==> src/ad_pkg.sv <==
// ADC sample path definitions

package ad_pkg;

  // ------------------------------------------------------------------
  // sample format
  // ------------------------------------------------------------------

  // converter word width
  localparam int SAMPLE_W = 24;

  // configuration code sent in each frame
  localparam int CFG_W = 8;

  // ------------------------------------------------------------------
  // timing
  // ------------------------------------------------------------------

  // clk_sys cycles per half period of the master clock (50 MHz / 20)
  localparam int MCLK_HALF = 10;

  // microsecond strobes between conversions
  localparam int PERIOD_US = 500;

  // one sample as it moves down the data path
  typedef struct packed {
    logic [SAMPLE_W-1:0] data;
    logic                vld;
  } ad_sample_t;

endpackage

==> src/fx_pkg.sv <==
// fx bus and ADC configuration definitions

package fx_pkg;

  // bus geometry
  localparam int ADDR_W   = 16;
  localparam int DATA_W   = 8;
  localparam int MOD_ID_W = 6;

  // whole incoming bus in one bundle
  typedef struct packed {
    logic [ADDR_W-1:0] waddr;
    logic              wr;
    logic [DATA_W-1:0] data;
    logic              rd;
    logic [ADDR_W-1:0] raddr;
  } fx_req_t;

  // configuration held in the register bank
  typedef struct packed {
    logic [ad_pkg::CFG_W-1:0]    sample;
    logic                        tp_mode;
    logic [ad_pkg::SAMPLE_W-1:0] tp_base;
    logic [7:0]                  tp_step;
  } ad_cfg_t;

  // ------------------------------------------------------------------
  // register offsets, low address byte
  // ------------------------------------------------------------------
  localparam logic [7:0] REG_SAMPLE   = 8'h00;
  localparam logic [7:0] REG_TP_MODE  = 8'h01;
  localparam logic [7:0] REG_TP_BASE0 = 8'h02;
  localparam logic [7:0] REG_TP_BASE1 = 8'h03;
  localparam logic [7:0] REG_TP_BASE2 = 8'h04;
  localparam logic [7:0] REG_TP_STEP  = 8'h05;
  localparam logic [7:0] REG_ID       = 8'h10;
  localparam logic [7:0] REG_DATA0    = 8'h20;
  localparam logic [7:0] REG_DATA1    = 8'h21;
  localparam logic [7:0] REG_DATA2    = 8'h22;

  // read-only identity byte
  localparam logic [DATA_W-1:0] ID_CODE = 8'hAD;

  // rate and gain code after reset
  localparam logic [ad_pkg::CFG_W-1:0] CFG_SAMPLE_RST = 8'h40;

endpackage

==> src/ad_clk_gen.sv <==
// ADC clock and conversion tick generator
`timescale 1ns/1ps

module ad_clk_gen (
  input  logic clk_sys,
  input  logic reset,
  input  logic pluse_us,
  output logic mclk,
  output logic mclk_fall,
  output logic conv_tick
);
  import ad_pkg::*;

  localparam int HALF_W = $clog2(MCLK_HALF);
  localparam int US_W   = $clog2(PERIOD_US);

  logic [HALF_W-1:0] half_cnt;
  logic [US_W-1:0]   us_cnt;

  // master clock, free running
  always_ff @(posedge clk_sys) begin
    if (reset) begin
      half_cnt  <= '0;
      mclk      <= 1'b0;
      mclk_fall <= 1'b0;
    end else if (half_cnt == HALF_W'(MCLK_HALF - 1)) begin
      half_cnt  <= '0;
      mclk      <= ~mclk;
      // high in the first cycle mclk is low
      mclk_fall <= mclk;
    end else begin
      half_cnt  <= half_cnt + 1'b1;
      mclk_fall <= 1'b0;
    end
  end

  // conversion tick every PERIOD_US strobes
  always_ff @(posedge clk_sys) begin
    if (reset) begin
      us_cnt    <= '0;
      conv_tick <= 1'b0;
    end else begin
      conv_tick <= 1'b0;
      if (pluse_us) begin
        if (us_cnt == US_W'(PERIOD_US - 1)) begin
          us_cnt    <= '0;
          conv_tick <= 1'b1;
        end else begin
          us_cnt <= us_cnt + 1'b1;
        end
      end
    end
  end

endmodule

==> src/ad_mux.sv <==
// real or test pattern output select
`timescale 1ns/1ps

module ad_mux (
  input  logic               clk_sys,
  input  logic               reset,
  input  logic               tp_mode,
  input  ad_pkg::ad_sample_t real_smp,
  input  ad_pkg::ad_sample_t tp,
  output ad_pkg::ad_sample_t out
);
  import ad_pkg::*;

  logic                sel_vld;
  logic [SAMPLE_W-1:0] sel_data;
  logic [SAMPLE_W-1:0] out_data;
  logic                out_vld;

  // the unselected stream is dropped
  assign sel_vld  = tp_mode ? tp.vld  : real_smp.vld;
  assign sel_data = tp_mode ? tp.data : real_smp.data;

  always_ff @(posedge clk_sys) begin
    if (reset) begin
      out_vld <= 1'b0;
    end else begin
      out_vld <= sel_vld;
    end
  end

  always_ff @(posedge clk_sys) begin
    if (sel_vld) begin
      out_data <= sel_data;
    end
  end

  assign out = '{data: out_data, vld: out_vld};

endmodule

==> src/ad_reg.sv <==
// ADC register bank on the fx bus
`timescale 1ns/1ps

module ad_reg (
  input  logic                          clk_sys,
  input  logic                          reset,
  input  fx_pkg::fx_req_t               fx,
  input  logic [fx_pkg::MOD_ID_W-1:0]   mod_id,
  output logic [fx_pkg::DATA_W-1:0]     fx_q,
  input  ad_pkg::ad_sample_t            last_sample,
  output fx_pkg::ad_cfg_t               cfg,
  output logic [ad_pkg::CFG_W-1:0]      cfg_sample
);
  import ad_pkg::*;
  import fx_pkg::*;

  logic                wr_hit;
  logic                rd_hit;
  logic [7:0]          wr_ofs;
  logic [7:0]          rd_ofs;
  logic [DATA_W-1:0]   rd_data;
  logic [SAMPLE_W-1:0] last_data;

  // slot decode, upper address bits carry the module id
  assign wr_hit = fx.wr && (fx.waddr[ADDR_W-1 -: MOD_ID_W] == mod_id);
  assign rd_hit = fx.rd && (fx.raddr[ADDR_W-1 -: MOD_ID_W] == mod_id);
  assign wr_ofs = fx.waddr[7:0];
  assign rd_ofs = fx.raddr[7:0];

  // ------------------------------------------------------------------
  // configuration writes
  // ------------------------------------------------------------------
  always_ff @(posedge clk_sys) begin
    if (reset) begin
      cfg <= '{sample: CFG_SAMPLE_RST, default: '0};
    end else if (wr_hit) begin
      case (wr_ofs)
        REG_SAMPLE:   cfg.sample        <= fx.data;
        REG_TP_MODE:  cfg.tp_mode       <= fx.data[0];
        // base goes in LSB first
        REG_TP_BASE0: cfg.tp_base[7:0]   <= fx.data;
        REG_TP_BASE1: cfg.tp_base[15:8]  <= fx.data;
        REG_TP_BASE2: cfg.tp_base[23:16] <= fx.data;
        REG_TP_STEP:  cfg.tp_step       <= fx.data;
        default:      ;
      endcase
    end
  end

  assign cfg_sample = cfg.sample;

  // last delivered sample
  always_ff @(posedge clk_sys) begin
    if (last_sample.vld) begin
      last_data <= last_sample.data;
    end
  end

  // ------------------------------------------------------------------
  // read-back, one cycle after the read
  // ------------------------------------------------------------------
  always_comb begin
    case (rd_ofs)
      REG_SAMPLE:   rd_data = cfg.sample;
      REG_TP_MODE:  rd_data = {7'b0, cfg.tp_mode};
      REG_TP_BASE0: rd_data = cfg.tp_base[7:0];
      REG_TP_BASE1: rd_data = cfg.tp_base[15:8];
      REG_TP_BASE2: rd_data = cfg.tp_base[23:16];
      REG_TP_STEP:  rd_data = cfg.tp_step;
      REG_ID:       rd_data = ID_CODE;
      REG_DATA0:    rd_data = last_data[7:0];
      REG_DATA1:    rd_data = last_data[15:8];
      REG_DATA2:    rd_data = last_data[23:16];
      default:      rd_data = '0;
    endcase
  end

  always_ff @(posedge clk_sys) begin
    if (reset) begin
      fx_q <= '0;
    end else begin
      fx_q <= rd_hit ? rd_data : '0;
    end
  end

endmodule

==> src/ad_sample.sv <==
// ADC serial frame reader
`timescale 1ns/1ps

module ad_sample (
  input  logic               clk_sys,
  input  logic               reset,
  input  logic               mclk,
  input  logic               mclk_fall,
  input  logic               conv_tick,
  input  fx_pkg::ad_cfg_t    cfg,
  input  logic               ad_din,
  output logic               ad_clk,
  output logic               ad_sync,
  output logic               ad_cfg,
  output ad_pkg::ad_sample_t real_smp
);
  import ad_pkg::*;
  import fx_pkg::*;

  localparam int BIT_W  = $clog2(SAMPLE_W);
  localparam int CIDX_W = $clog2(CFG_W);

  typedef enum logic [1:0] {ST_IDLE, ST_SYNC, ST_SHIFT} state_t;

  state_t              state;
  state_t              state_d;
  logic [BIT_W-1:0]    bit_cnt;
  logic [BIT_W-1:0]    bit_cnt_d;
  logic [CIDX_W-1:0]   cfg_idx;
  logic                pending;
  logic                frame_start;
  logic                capture;
  logic [CFG_W-1:0]    cfg_lat;
  logic [SAMPLE_W-1:0] shreg;
  logic                smp_vld;

  // states only move on the falling edge of mclk
  always_comb begin
    state_d   = state;
    bit_cnt_d = bit_cnt;
    if (mclk_fall) begin
      case (state)
        ST_IDLE: begin
          if (pending) begin
            state_d = ST_SYNC;
          end
        end
        ST_SYNC: begin
          state_d   = ST_SHIFT;
          bit_cnt_d = '0;
        end
        ST_SHIFT: begin
          if (bit_cnt == BIT_W'(SAMPLE_W - 1)) begin
            state_d = ST_IDLE;
          end else begin
            bit_cnt_d = bit_cnt + 1'b1;
          end
        end
        default: state_d = ST_IDLE;
      endcase
    end
  end

  assign frame_start = (state == ST_IDLE) && (state_d == ST_SYNC);
  // ad_clk goes high on this edge
  assign capture     = (state == ST_SHIFT) && mclk && !ad_clk;
  assign cfg_idx     = CIDX_W'(CFG_W - 1) - bit_cnt_d[CIDX_W-1:0];

  // ------------------------------------------------------------------
  // control and pin registers
  // ------------------------------------------------------------------
  always_ff @(posedge clk_sys) begin
    if (reset) begin
      state   <= ST_IDLE;
      bit_cnt <= '0;
      pending <= 1'b0;
      ad_clk  <= 1'b0;
      ad_sync <= 1'b0;
      ad_cfg  <= 1'b0;
      smp_vld <= 1'b0;
    end else begin
      state   <= state_d;
      bit_cnt <= bit_cnt_d;
      if (conv_tick) begin
        pending <= 1'b1;
      end else if (frame_start) begin
        pending <= 1'b0;
      end
      ad_sync <= (state_d == ST_SYNC);
      ad_clk  <= (state_d == ST_SHIFT) && mclk;
      // code goes out MSB first in the first bit periods
      ad_cfg  <= (state_d == ST_SHIFT) && (bit_cnt_d < BIT_W'(CFG_W)) && cfg_lat[cfg_idx];
      smp_vld <= capture && (bit_cnt == BIT_W'(SAMPLE_W - 1));
    end
  end

  // code is frozen for the whole frame
  always_ff @(posedge clk_sys) begin
    if (frame_start) begin
      cfg_lat <= cfg.sample;
    end
  end

  always_ff @(posedge clk_sys) begin
    if (capture) begin
      shreg <= {shreg[SAMPLE_W-2:0], ad_din};
    end
  end

  assign real_smp = '{data: shreg, vld: smp_vld};

endmodule

==> src/ad_top.sv <==
// ADC front end top level
`timescale 1ns/1ps

module ad_top (
  input  logic                          clk_sys,
  input  logic                          reset,
  input  logic                          pluse_us,
  input  logic                          ad_din,
  input  logic [fx_pkg::ADDR_W-1:0]     fx_waddr,
  input  logic                          fx_wr,
  input  logic [fx_pkg::DATA_W-1:0]     fx_data,
  input  logic                          fx_rd,
  input  logic [fx_pkg::ADDR_W-1:0]     fx_raddr,
  input  logic [fx_pkg::MOD_ID_W-1:0]   mod_id,
  output logic [fx_pkg::DATA_W-1:0]     fx_q,
  output logic                          ad_mclk,
  output logic                          ad_clk,
  output logic                          ad_cfg,
  output logic                          ad_sync,
  output logic [ad_pkg::SAMPLE_W-1:0]   ad_data,
  output logic                          ad_vld,
  output logic [ad_pkg::CFG_W-1:0]      cfg_sample
);
  import ad_pkg::*;
  import fx_pkg::*;

  logic       mclk;
  logic       mclk_fall;
  logic       conv_tick;
  fx_req_t    fx;
  ad_cfg_t    cfg;
  ad_sample_t real_smp;
  ad_sample_t tp_smp;
  ad_sample_t out_smp;

  assign fx = '{waddr: fx_waddr, wr: fx_wr, data: fx_data, rd: fx_rd, raddr: fx_raddr};

  // ------------------------------------------------------------------
  // clocks and registers
  // ------------------------------------------------------------------
  ad_clk_gen u_ad_clk_gen (
    .clk_sys   (clk_sys),
    .reset     (reset),
    .pluse_us  (pluse_us),
    .mclk      (mclk),
    .mclk_fall (mclk_fall),
    .conv_tick (conv_tick)
  );

  ad_reg u_ad_reg (
    .clk_sys     (clk_sys),
    .reset       (reset),
    .fx          (fx),
    .mod_id      (mod_id),
    .fx_q        (fx_q),
    .last_sample (out_smp),
    .cfg         (cfg),
    .cfg_sample  (cfg_sample)
  );

  // ------------------------------------------------------------------
  // data path
  // ------------------------------------------------------------------
  ad_sample u_ad_sample (
    .clk_sys   (clk_sys),
    .reset     (reset),
    .mclk      (mclk),
    .mclk_fall (mclk_fall),
    .conv_tick (conv_tick),
    .cfg       (cfg),
    .ad_din    (ad_din),
    .ad_clk    (ad_clk),
    .ad_sync   (ad_sync),
    .ad_cfg    (ad_cfg),
    .real_smp  (real_smp)
  );

  ad_tp u_ad_tp (
    .clk_sys   (clk_sys),
    .reset     (reset),
    .conv_tick (conv_tick),
    .cfg       (cfg),
    .tp        (tp_smp)
  );

  ad_mux u_ad_mux (
    .clk_sys  (clk_sys),
    .reset    (reset),
    .tp_mode  (cfg.tp_mode),
    .real_smp (real_smp),
    .tp       (tp_smp),
    .out      (out_smp)
  );

  assign ad_mclk = mclk;
  assign ad_data = out_smp.data;
  assign ad_vld  = out_smp.vld;

endmodule

==> src/ad_tp.sv <==
// ramp test pattern source
`timescale 1ns/1ps

module ad_tp (
  input  logic               clk_sys,
  input  logic               reset,
  input  logic               conv_tick,
  input  fx_pkg::ad_cfg_t    cfg,
  output ad_pkg::ad_sample_t tp
);
  import ad_pkg::*;
  import fx_pkg::*;

  logic [SAMPLE_W-1:0] acc;
  logic [SAMPLE_W-1:0] tp_data;
  logic                tp_vld;

  // accumulator parks on the base outside test mode
  always_ff @(posedge clk_sys) begin
    if (!cfg.tp_mode) begin
      acc <= cfg.tp_base;
    end else if (conv_tick) begin
      // wraps at 2^24
      acc <= acc + SAMPLE_W'(cfg.tp_step);
    end
  end

  always_ff @(posedge clk_sys) begin
    if (cfg.tp_mode && conv_tick) begin
      tp_data <= acc;
    end
  end

  always_ff @(posedge clk_sys) begin
    if (reset) begin
      tp_vld <= 1'b0;
    end else begin
      tp_vld <= cfg.tp_mode && conv_tick;
    end
  end

  assign tp = '{data: tp_data, vld: tp_vld};

endmodule

==> config.mk <==
export PLATFORM = sky130hd
export DESIGN_NAME = ad_top
export DESIGN_NICKNAME = d
export VERILOG_FILES = /design/src/ad_pkg.sv /design/src/fx_pkg.sv /design/src/ad_clk_gen.sv /design/src/ad_mux.sv /design/src/ad_reg.sv /design/src/ad_sample.sv /design/src/ad_top.sv /design/src/ad_tp.sv
export SDC_FILE = /design/constraint.sdc
export NUM_CORES = 1
export LEC_CHECK = 0
export ABC_AREA = 1
export BUFFER_PORTS_ARGS = -buffer_cell sky130_fd_sc_hd__clkbuf_2
export CORE_MARGIN = 2
export CORE_UTILIZATION = 25
export CTS_BUF_LIST = sky130_fd_sc_hd__clkbuf_4 sky130_fd_sc_hd__clkbuf_8
export DETAILED_ROUTE_END_ITERATION = 8
export SYNTH_ARGS = -nofsm -noshare
export SYNTH_HDL_FRONTEND = slang
export SYNTH_SLANG_ARGS = --single-unit
==> constraint.sdc <==
create_clock -name clk_sys -period 3.43 [get_ports clk_sys]
set_input_delay 0.1715 -clock clk_sys [delete_from_list [all_inputs] [get_ports clk_sys]]
set_output_delay 0.1715 -clock clk_sys [all_outputs]
set_load 0.05 [all_outputs]
=== After elaboration in Yosys (flattened, before gate mapping) ===
Index checks and enable logic that the tools add are counted.

* Order comparisons: 2
* $mul: 0
* Equality and inequality tests: 24
* Shifts and indexed selects: 0
* Reductions and logical operators: 25
* Add/sub/neg operators: 5
* Muxes and demuxes: 18
* Bitwise gates (word level): 4
* Div/mod/pow operators: 0

{| class="wikitable"
|+ Operator list
! operator !! number
|-
| $pmux W8 S10 || 1
|-
| $mux W24 || 3
|-
| $eq A8 B2 Y1 const B || 4
|-
| $eq A8 B3 Y1 const B || 4
|-
| $add A24 B8 Y24 || 1
|-
| $eq A8 B6 Y1 const B || 3
|-
| $eq A8 B1 Y1 const B || 2
|-
| $logic_not A8 Y1 || 2
|-
| $eq A6 B6 Y1 || 2
|-
| $reduce_and A2 Y1 || 6
|-
| $logic_and A1 B1 Y1 || 10
|-
| $mux W5 || 2
|-
| $pmux W5 S2 || 1
|-
| $add A9 B1 Y9 const B || 1
|-
| $eq A9 B9 Y1 const B || 1
|-
| $mux W9 || 1
|-
| $eq A8 B5 Y1 const B || 1
|-
| $reduce_or A2 Y1 || 4
|-
| $mux W2 || 3
|-
| $pmux W2 S3 || 1
|-
| $add A5 B1 Y5 const B || 1
|-
| $eq A5 B5 Y1 const B || 1
|-
| $lt A5 B4 Y1 const B || 1
|-
| $mux W1 || 5
|-
| other kinds (12) || 17
|}

* Bits of input ports: 52
* ROM bits: 0
* Register bits after elaboration: 207
* Bits in writable memories: 0
* Output and inout bits: 45
* Bits in latches: 0
* Memories kept: 0

=== Longest topological paths before layout ===
* Depth in word-level cells: 8
* Mapped depth: 15
* Depth with buffers taken out: 15

=== By module ===
A second synthesis with hierarchy kept.

* Cells, all modules: 1276
* Area, all modules: 10590.2 µm²

{| class="wikitable"
|+ By module, submodules not included
! module !! times used !! cells each !! area each (µm²) !! seq. area each (µm²)
|-
| ad_reg || 1 || 586 || 4176.5 || 1701.6
|-
| ad_tp || 1 || 339 || 2822.7 || 1461.4
|-
| ad_sample || 1 || 144 || 1729.2 || 1201.2
|-
| ad_mux || 1 || 111 || 1102.3 || 740.7
|-
| ad_clk_gen || 1 || 96 || 759.5 || 320.3
|}

=== Worst setup path before layout ===
OpenSTA, ideal clock, no wires.

* Kind: reg-to-reg
* From: reg u_ad_clk_gen.mclk
* To: reg u_ad_sample.shreg[0], enable pin
* Arrival time: 2.575 ns
* Setup time: 0.437 ns
* Setup slack: 0.417 ns
* Stages on the path, launching flop included: 3
* Period minus slack after synthesis: 3.013 ns
* Buffers on the path: 0
* Cells stage by stage: dfxtp_1 > inv_1 > nor3_1

* Longest elaborated chain between the ends: 2

{| class="wikitable"
|+ RTL lines
! element !! line !! text
|-
| start, declared || ad_clk_gen.sv:8 || <nowiki>output logic mclk,</nowiki>
|-
| start signal, assigned || ad_clk_gen.sv:28 || <nowiki>mclk <= ~mclk;</nowiki>
|-
| $logic_and A1 B1 Y1 (2 in series) || ad_sample.sv:66 || <nowiki>assign capture = (state == ST_SHIFT) && mclk && !ad_clk;</nowiki>
|-
| net u_ad_sample.capture || ad_sample.sv:32 || <nowiki>logic capture;</nowiki>
|-
| end signal, assigned || ad_sample.sv:106 || <nowiki>shreg <= {shreg[SAMPLE_W-2:0], ad_din};</nowiki>
|-
| end, declared || ad_sample.sv:34 || <nowiki>logic [SAMPLE_W-1:0] shreg;</nowiki>
|}

The timed path passes the listed nets, and every way through them passes these cells.
A chain may end at the register's enable or synchronous reset.

=== Final worst setup path ===
* From: reg u_ad_tp.acc[0]
* To: reg u_ad_tp.acc[22], data pin

* Longest elaborated chain between the ends: 3

{| class="wikitable"
|+ RTL lines
! element !! line !! text
|-
| start, declared || ad_tp.sv:14 || <nowiki>logic [SAMPLE_W-1:0] acc;</nowiki>
|-
| start signal, assigned || ad_tp.sv:21 || <nowiki>acc <= cfg.tp_base;</nowiki>
|-
| start signal, assigned || ad_tp.sv:24 || <nowiki>acc <= acc + SAMPLE_W'(cfg.tp_step);</nowiki>
|-
| $add A24 B8 Y24 || ad_tp.sv:24 ||
|-
| $mux W24 || ad_tp.sv:22 || <nowiki>end else if (conv_tick) begin</nowiki>
|-
| $mux W24 || ad_tp.sv:20 || <nowiki>if (!cfg.tp_mode) begin</nowiki>
|}

Every way passes these cells. The select of a mux whose other input is x is not followed.

==> impl_metrics.tcl <==
set metrics [dict create \
    synth_simple_gate_area_share 0.255 \
    detail_route.wl_per_cell_um 14.5 \
    cts_setup_buffers 0 \
    layout.cells.non_filler 1715 \
    start_util 0.253 \
    synth_compound_area_frac 0.0728 \
    critical_path_class "register to register" \
    grt_pass1_vias 7180 \
    routed_wl_um 24900 \
    synth_cell_type_count 53 \
    path_cells "ha_1, inv_1, fa_1, inv_1, nand2_1, nand2_1, a21oi_1, o21ai_0, nand2_1, nand3_1, nand2_1, nand2_1, nand2_1" \
    port_buffers 92 \
    place_congestion 0.869 \
    dpl.hpwl_um 18500 \
    critPathMaxStageDelay_ps 360 \
    clockRootBuffer "clkbuf_8" \
    synth_fp_nets 1141 \
    area_delta_synth_final_pct 18.7 \
    cpMostUsedCell "nand2_1" \
    combPwrFrac 0.025 \
    max_freq_mhz 451 \
    syn_area_per_cell_um2 8.87 \
    syn-instance-count 1072 \
    final-hold-violation-count 0 \
    fin_skew_ps 20.5 \
    power_frac_clock 0.468 \
    fin_util 0.301 \
    synth_xor_area_frac 0.00921 \
    rr_worst_depth 13 \
    synth_fa_ha_area_frac 0.0232 \
    clk_latency_ps 520 \
    pre_cts_ws_ps 1220 \
    ant_nets 0 \
    final_nets 1247 \
    top_level_ports 97 \
    fp.dieH_um 199 \
    drv_cap 0 \
    cp.required_ps 3690 \
    setup_tns_ps 0 \
    setup.worst_path.end_class "register" \
    switching_share 0.201 \
    rows 71 \
    die_area_um2 39600 \
    clk_path_buf_depth 3 \
    layout_setup_ws_ps 1210 \
    critical_path.slowest_cell "edfxtp_1" \
    p_seq_frac 0.507 \
    period_needed_ps 2220 \
    synth_top_family_by_area "simple AND/OR/NAND/NOR gates" \
    cp.arrival_ps 2470 \
    drc 0 \
    ir_worst_vdd_mv 0.200 \
    p_total_mw 5.17 \
    status "finished clean" \
    cts_sinks 207 \
    power.leakage_nw 4.63 \
    start_kind "register" \
    p_sw_mw 1.04 \
    place_inst 1650 \
    p_int_mw 4.13 \
    hold_buffers 3 \
    grt_pass1_wl_um 38700 \
    drtIter0Drc 475 \
    yosysSeqAreaShare 0.570 \
    fp.dieW_um 199 \
    vias 7439 \
    min_period_over_period 0.646 \
    htreeDepth 2 \
    vias_per_cell 4.34 \
    cellPowerDensity_nw_per_um2 458 \
    hp-class "primary input to register" \
    tightest_slew_ps 1150 \
    grt_remaining_overflow 0 \
    slew_violations 0 \
    clk_pin_slew_ps 60 \
    cts_tree "built" \
    layout-drive-gt1-share 0.164 \
    ctsResizeCount 0 \
    worstPathMaxFanout 4 \
    yosys_warnings 0 \
    synth_mux_area_frac 0 \
    gr-usage-all-layers 0.126 \
    antenna_found_initial 6 \
    slew_headroom 0.229 \
    core-area_um2 37600 \
    cts_buffers 34 \
    hold_path_depth 3 \
    fill_cells 3910 \
    drt_first_pass_iters 5 \
    syn_area_um2 9510 \
    synth-seq-cells 207 \
    setup_viol 0 \
    grt_setup_unrepaired "false" \
    grt_max_degree 55 \
]
[worst max-delay path, delay by kind of cell, from the launching register on]
kind	cells	cell delay (ps)
and+or+nand+nor	7	510
AOI/OAI and AO/OA	2	430
DFF	1	360
buffers and inverters	2	130
adders and majority gates	2	520
[cell usage after synthesis (all sizes together)]
cell type	number	area, µm²
nand2	325	1240
inv	132	495
edfxtp	128	3840
nor2	100	419
dfxtp	79	1580
nand3	70	373
o21ai	56	284
a21oi	46	245
nor3	23	126
nand4	17	119
buf	16	110
ha	16	200
clkbuf	14	52.6
xor2	7	61.3
a31oi	6	37.5
o22ai	5	31.3
nor3b	4	30.0
nor4	4	67.6
o21bai	3	22.5
or2	3	18.8
xnor2	3	26.3
o211ai	2	15.0
o2bb2ai	2	17.5
a21o	1	7.51
a22o	1	8.76
a22oi	1	7.51
and2	1	7.51
and3	1	6.26
and3b	1	8.76
clkinv	1	3.75
fa	1	20.0
nand3b	1	7.51
o21a	1	7.51
o31ai	1	7.51
[cell families after synthesis]
logic type                 count (synthesis)
buffers and inverters                    163
AOI/OAI and AO/OA                        125
xor gates and xnor gates                  10
adders and majority gates                 17
and+or+nand+nor                          550
DFF                                      207
[layer usage]
layer,track usage,wire length [µm],up-vias
met3,0.0320,1700,50
met2,0.213,11700,208
li1,-,-,3749
met1,0.155,10800,3428
met5,0,26,-
met4,0.0451,663,4
[power by group through the flow]
stage,combinational (mW),clock (mW),sequential (mW)
3_5_place_dp,0.126,0,2.68
6_report,0.129,2.42,2.62
2_1_floorplan,0.0656,0,2.67
4_1_cts,0.129,2.48,2.62
5_1_grt,0.143,2.58,2.62
3_3_place_gp,0.123,0,2.67
[worst paths after layout]
check                                                startpoint                         endpoint  slack (ps)
worst max-delay path                   u_ad_tp.acc[0]$_DFFE_PP_        u_ad_tp.acc[22]$_DFFE_PP_        1210
worst min register to register  u_ad_sample.shreg[22]$_DFFE_PP_  u_ad_sample.shreg[23]$_DFFE_PP_         450
worst max register to register         u_ad_tp.acc[0]$_DFFE_PP_        u_ad_tp.acc[22]$_DFFE_PP_        1210
worst min-delay path                                 fx_data[7]    u_ad_reg.cfg[31]$_SDFFE_PP0P_          20
[stage by stage]
stage	cell area [µm²]	hold WS (ps)
finish	11300	23.1
global route	11300	24.5
CTS	11300	1.26
detailed placement	10500	355
global placement	10500	376
floorplan	9510	270
[flip-flops by register name, summed over array words and instances (netlist names), 9 cells and up]
name and cells:
u_ad_reg.cfg 33, u_ad_reg.last_data 24, u_ad_sample.shreg 24, u_ad_mux.out_data 24, u_ad_tp.tp_data 24, u_ad_clk_gen.us_cnt 9, u_ad_tp.acc 24
[layout by cell type, fill, tap and decap left out, types with 21 or more instances in the layout]
| master | count |
|---|---|
| o21ai_1 | 27 |
| dfxtp_1 | 78 |
| nor2_1 | 94 |
| nand2_1 | 319 |
| clkbuf_2 | 92 |
| edfxtp_1 | 128 |
| nor3_1 | 21 |
| nand3_1 | 67 |
| inv_1 | 117 |
| clkbuf_8 | 38 |
| a21oi_1 | 44 |
| o21ai_0 | 28 |
[cell type report]
| cell class | count | area, µm² | area share |
|---|---|---|---|
| Timing Repair Buffer | 100 | 528 | 0.0468 |
| Clock buffer | 45 | 576 | 0.0510 |
| Inverter | 133 | 499 | 0.0442 |
| Tap cell | 511 | 639 | 0.0566 |
| Antenna cell | 4 | 10.0 | 0.000886 |
| Clock inverter | 13 | 186 | 0.0165 |
| Multi-Input combinational cell | 702 | 3430 | 0.304 |
| Sequential cell | 207 | 5430 | 0.481 |
Power figures use the tool's default switching activity.
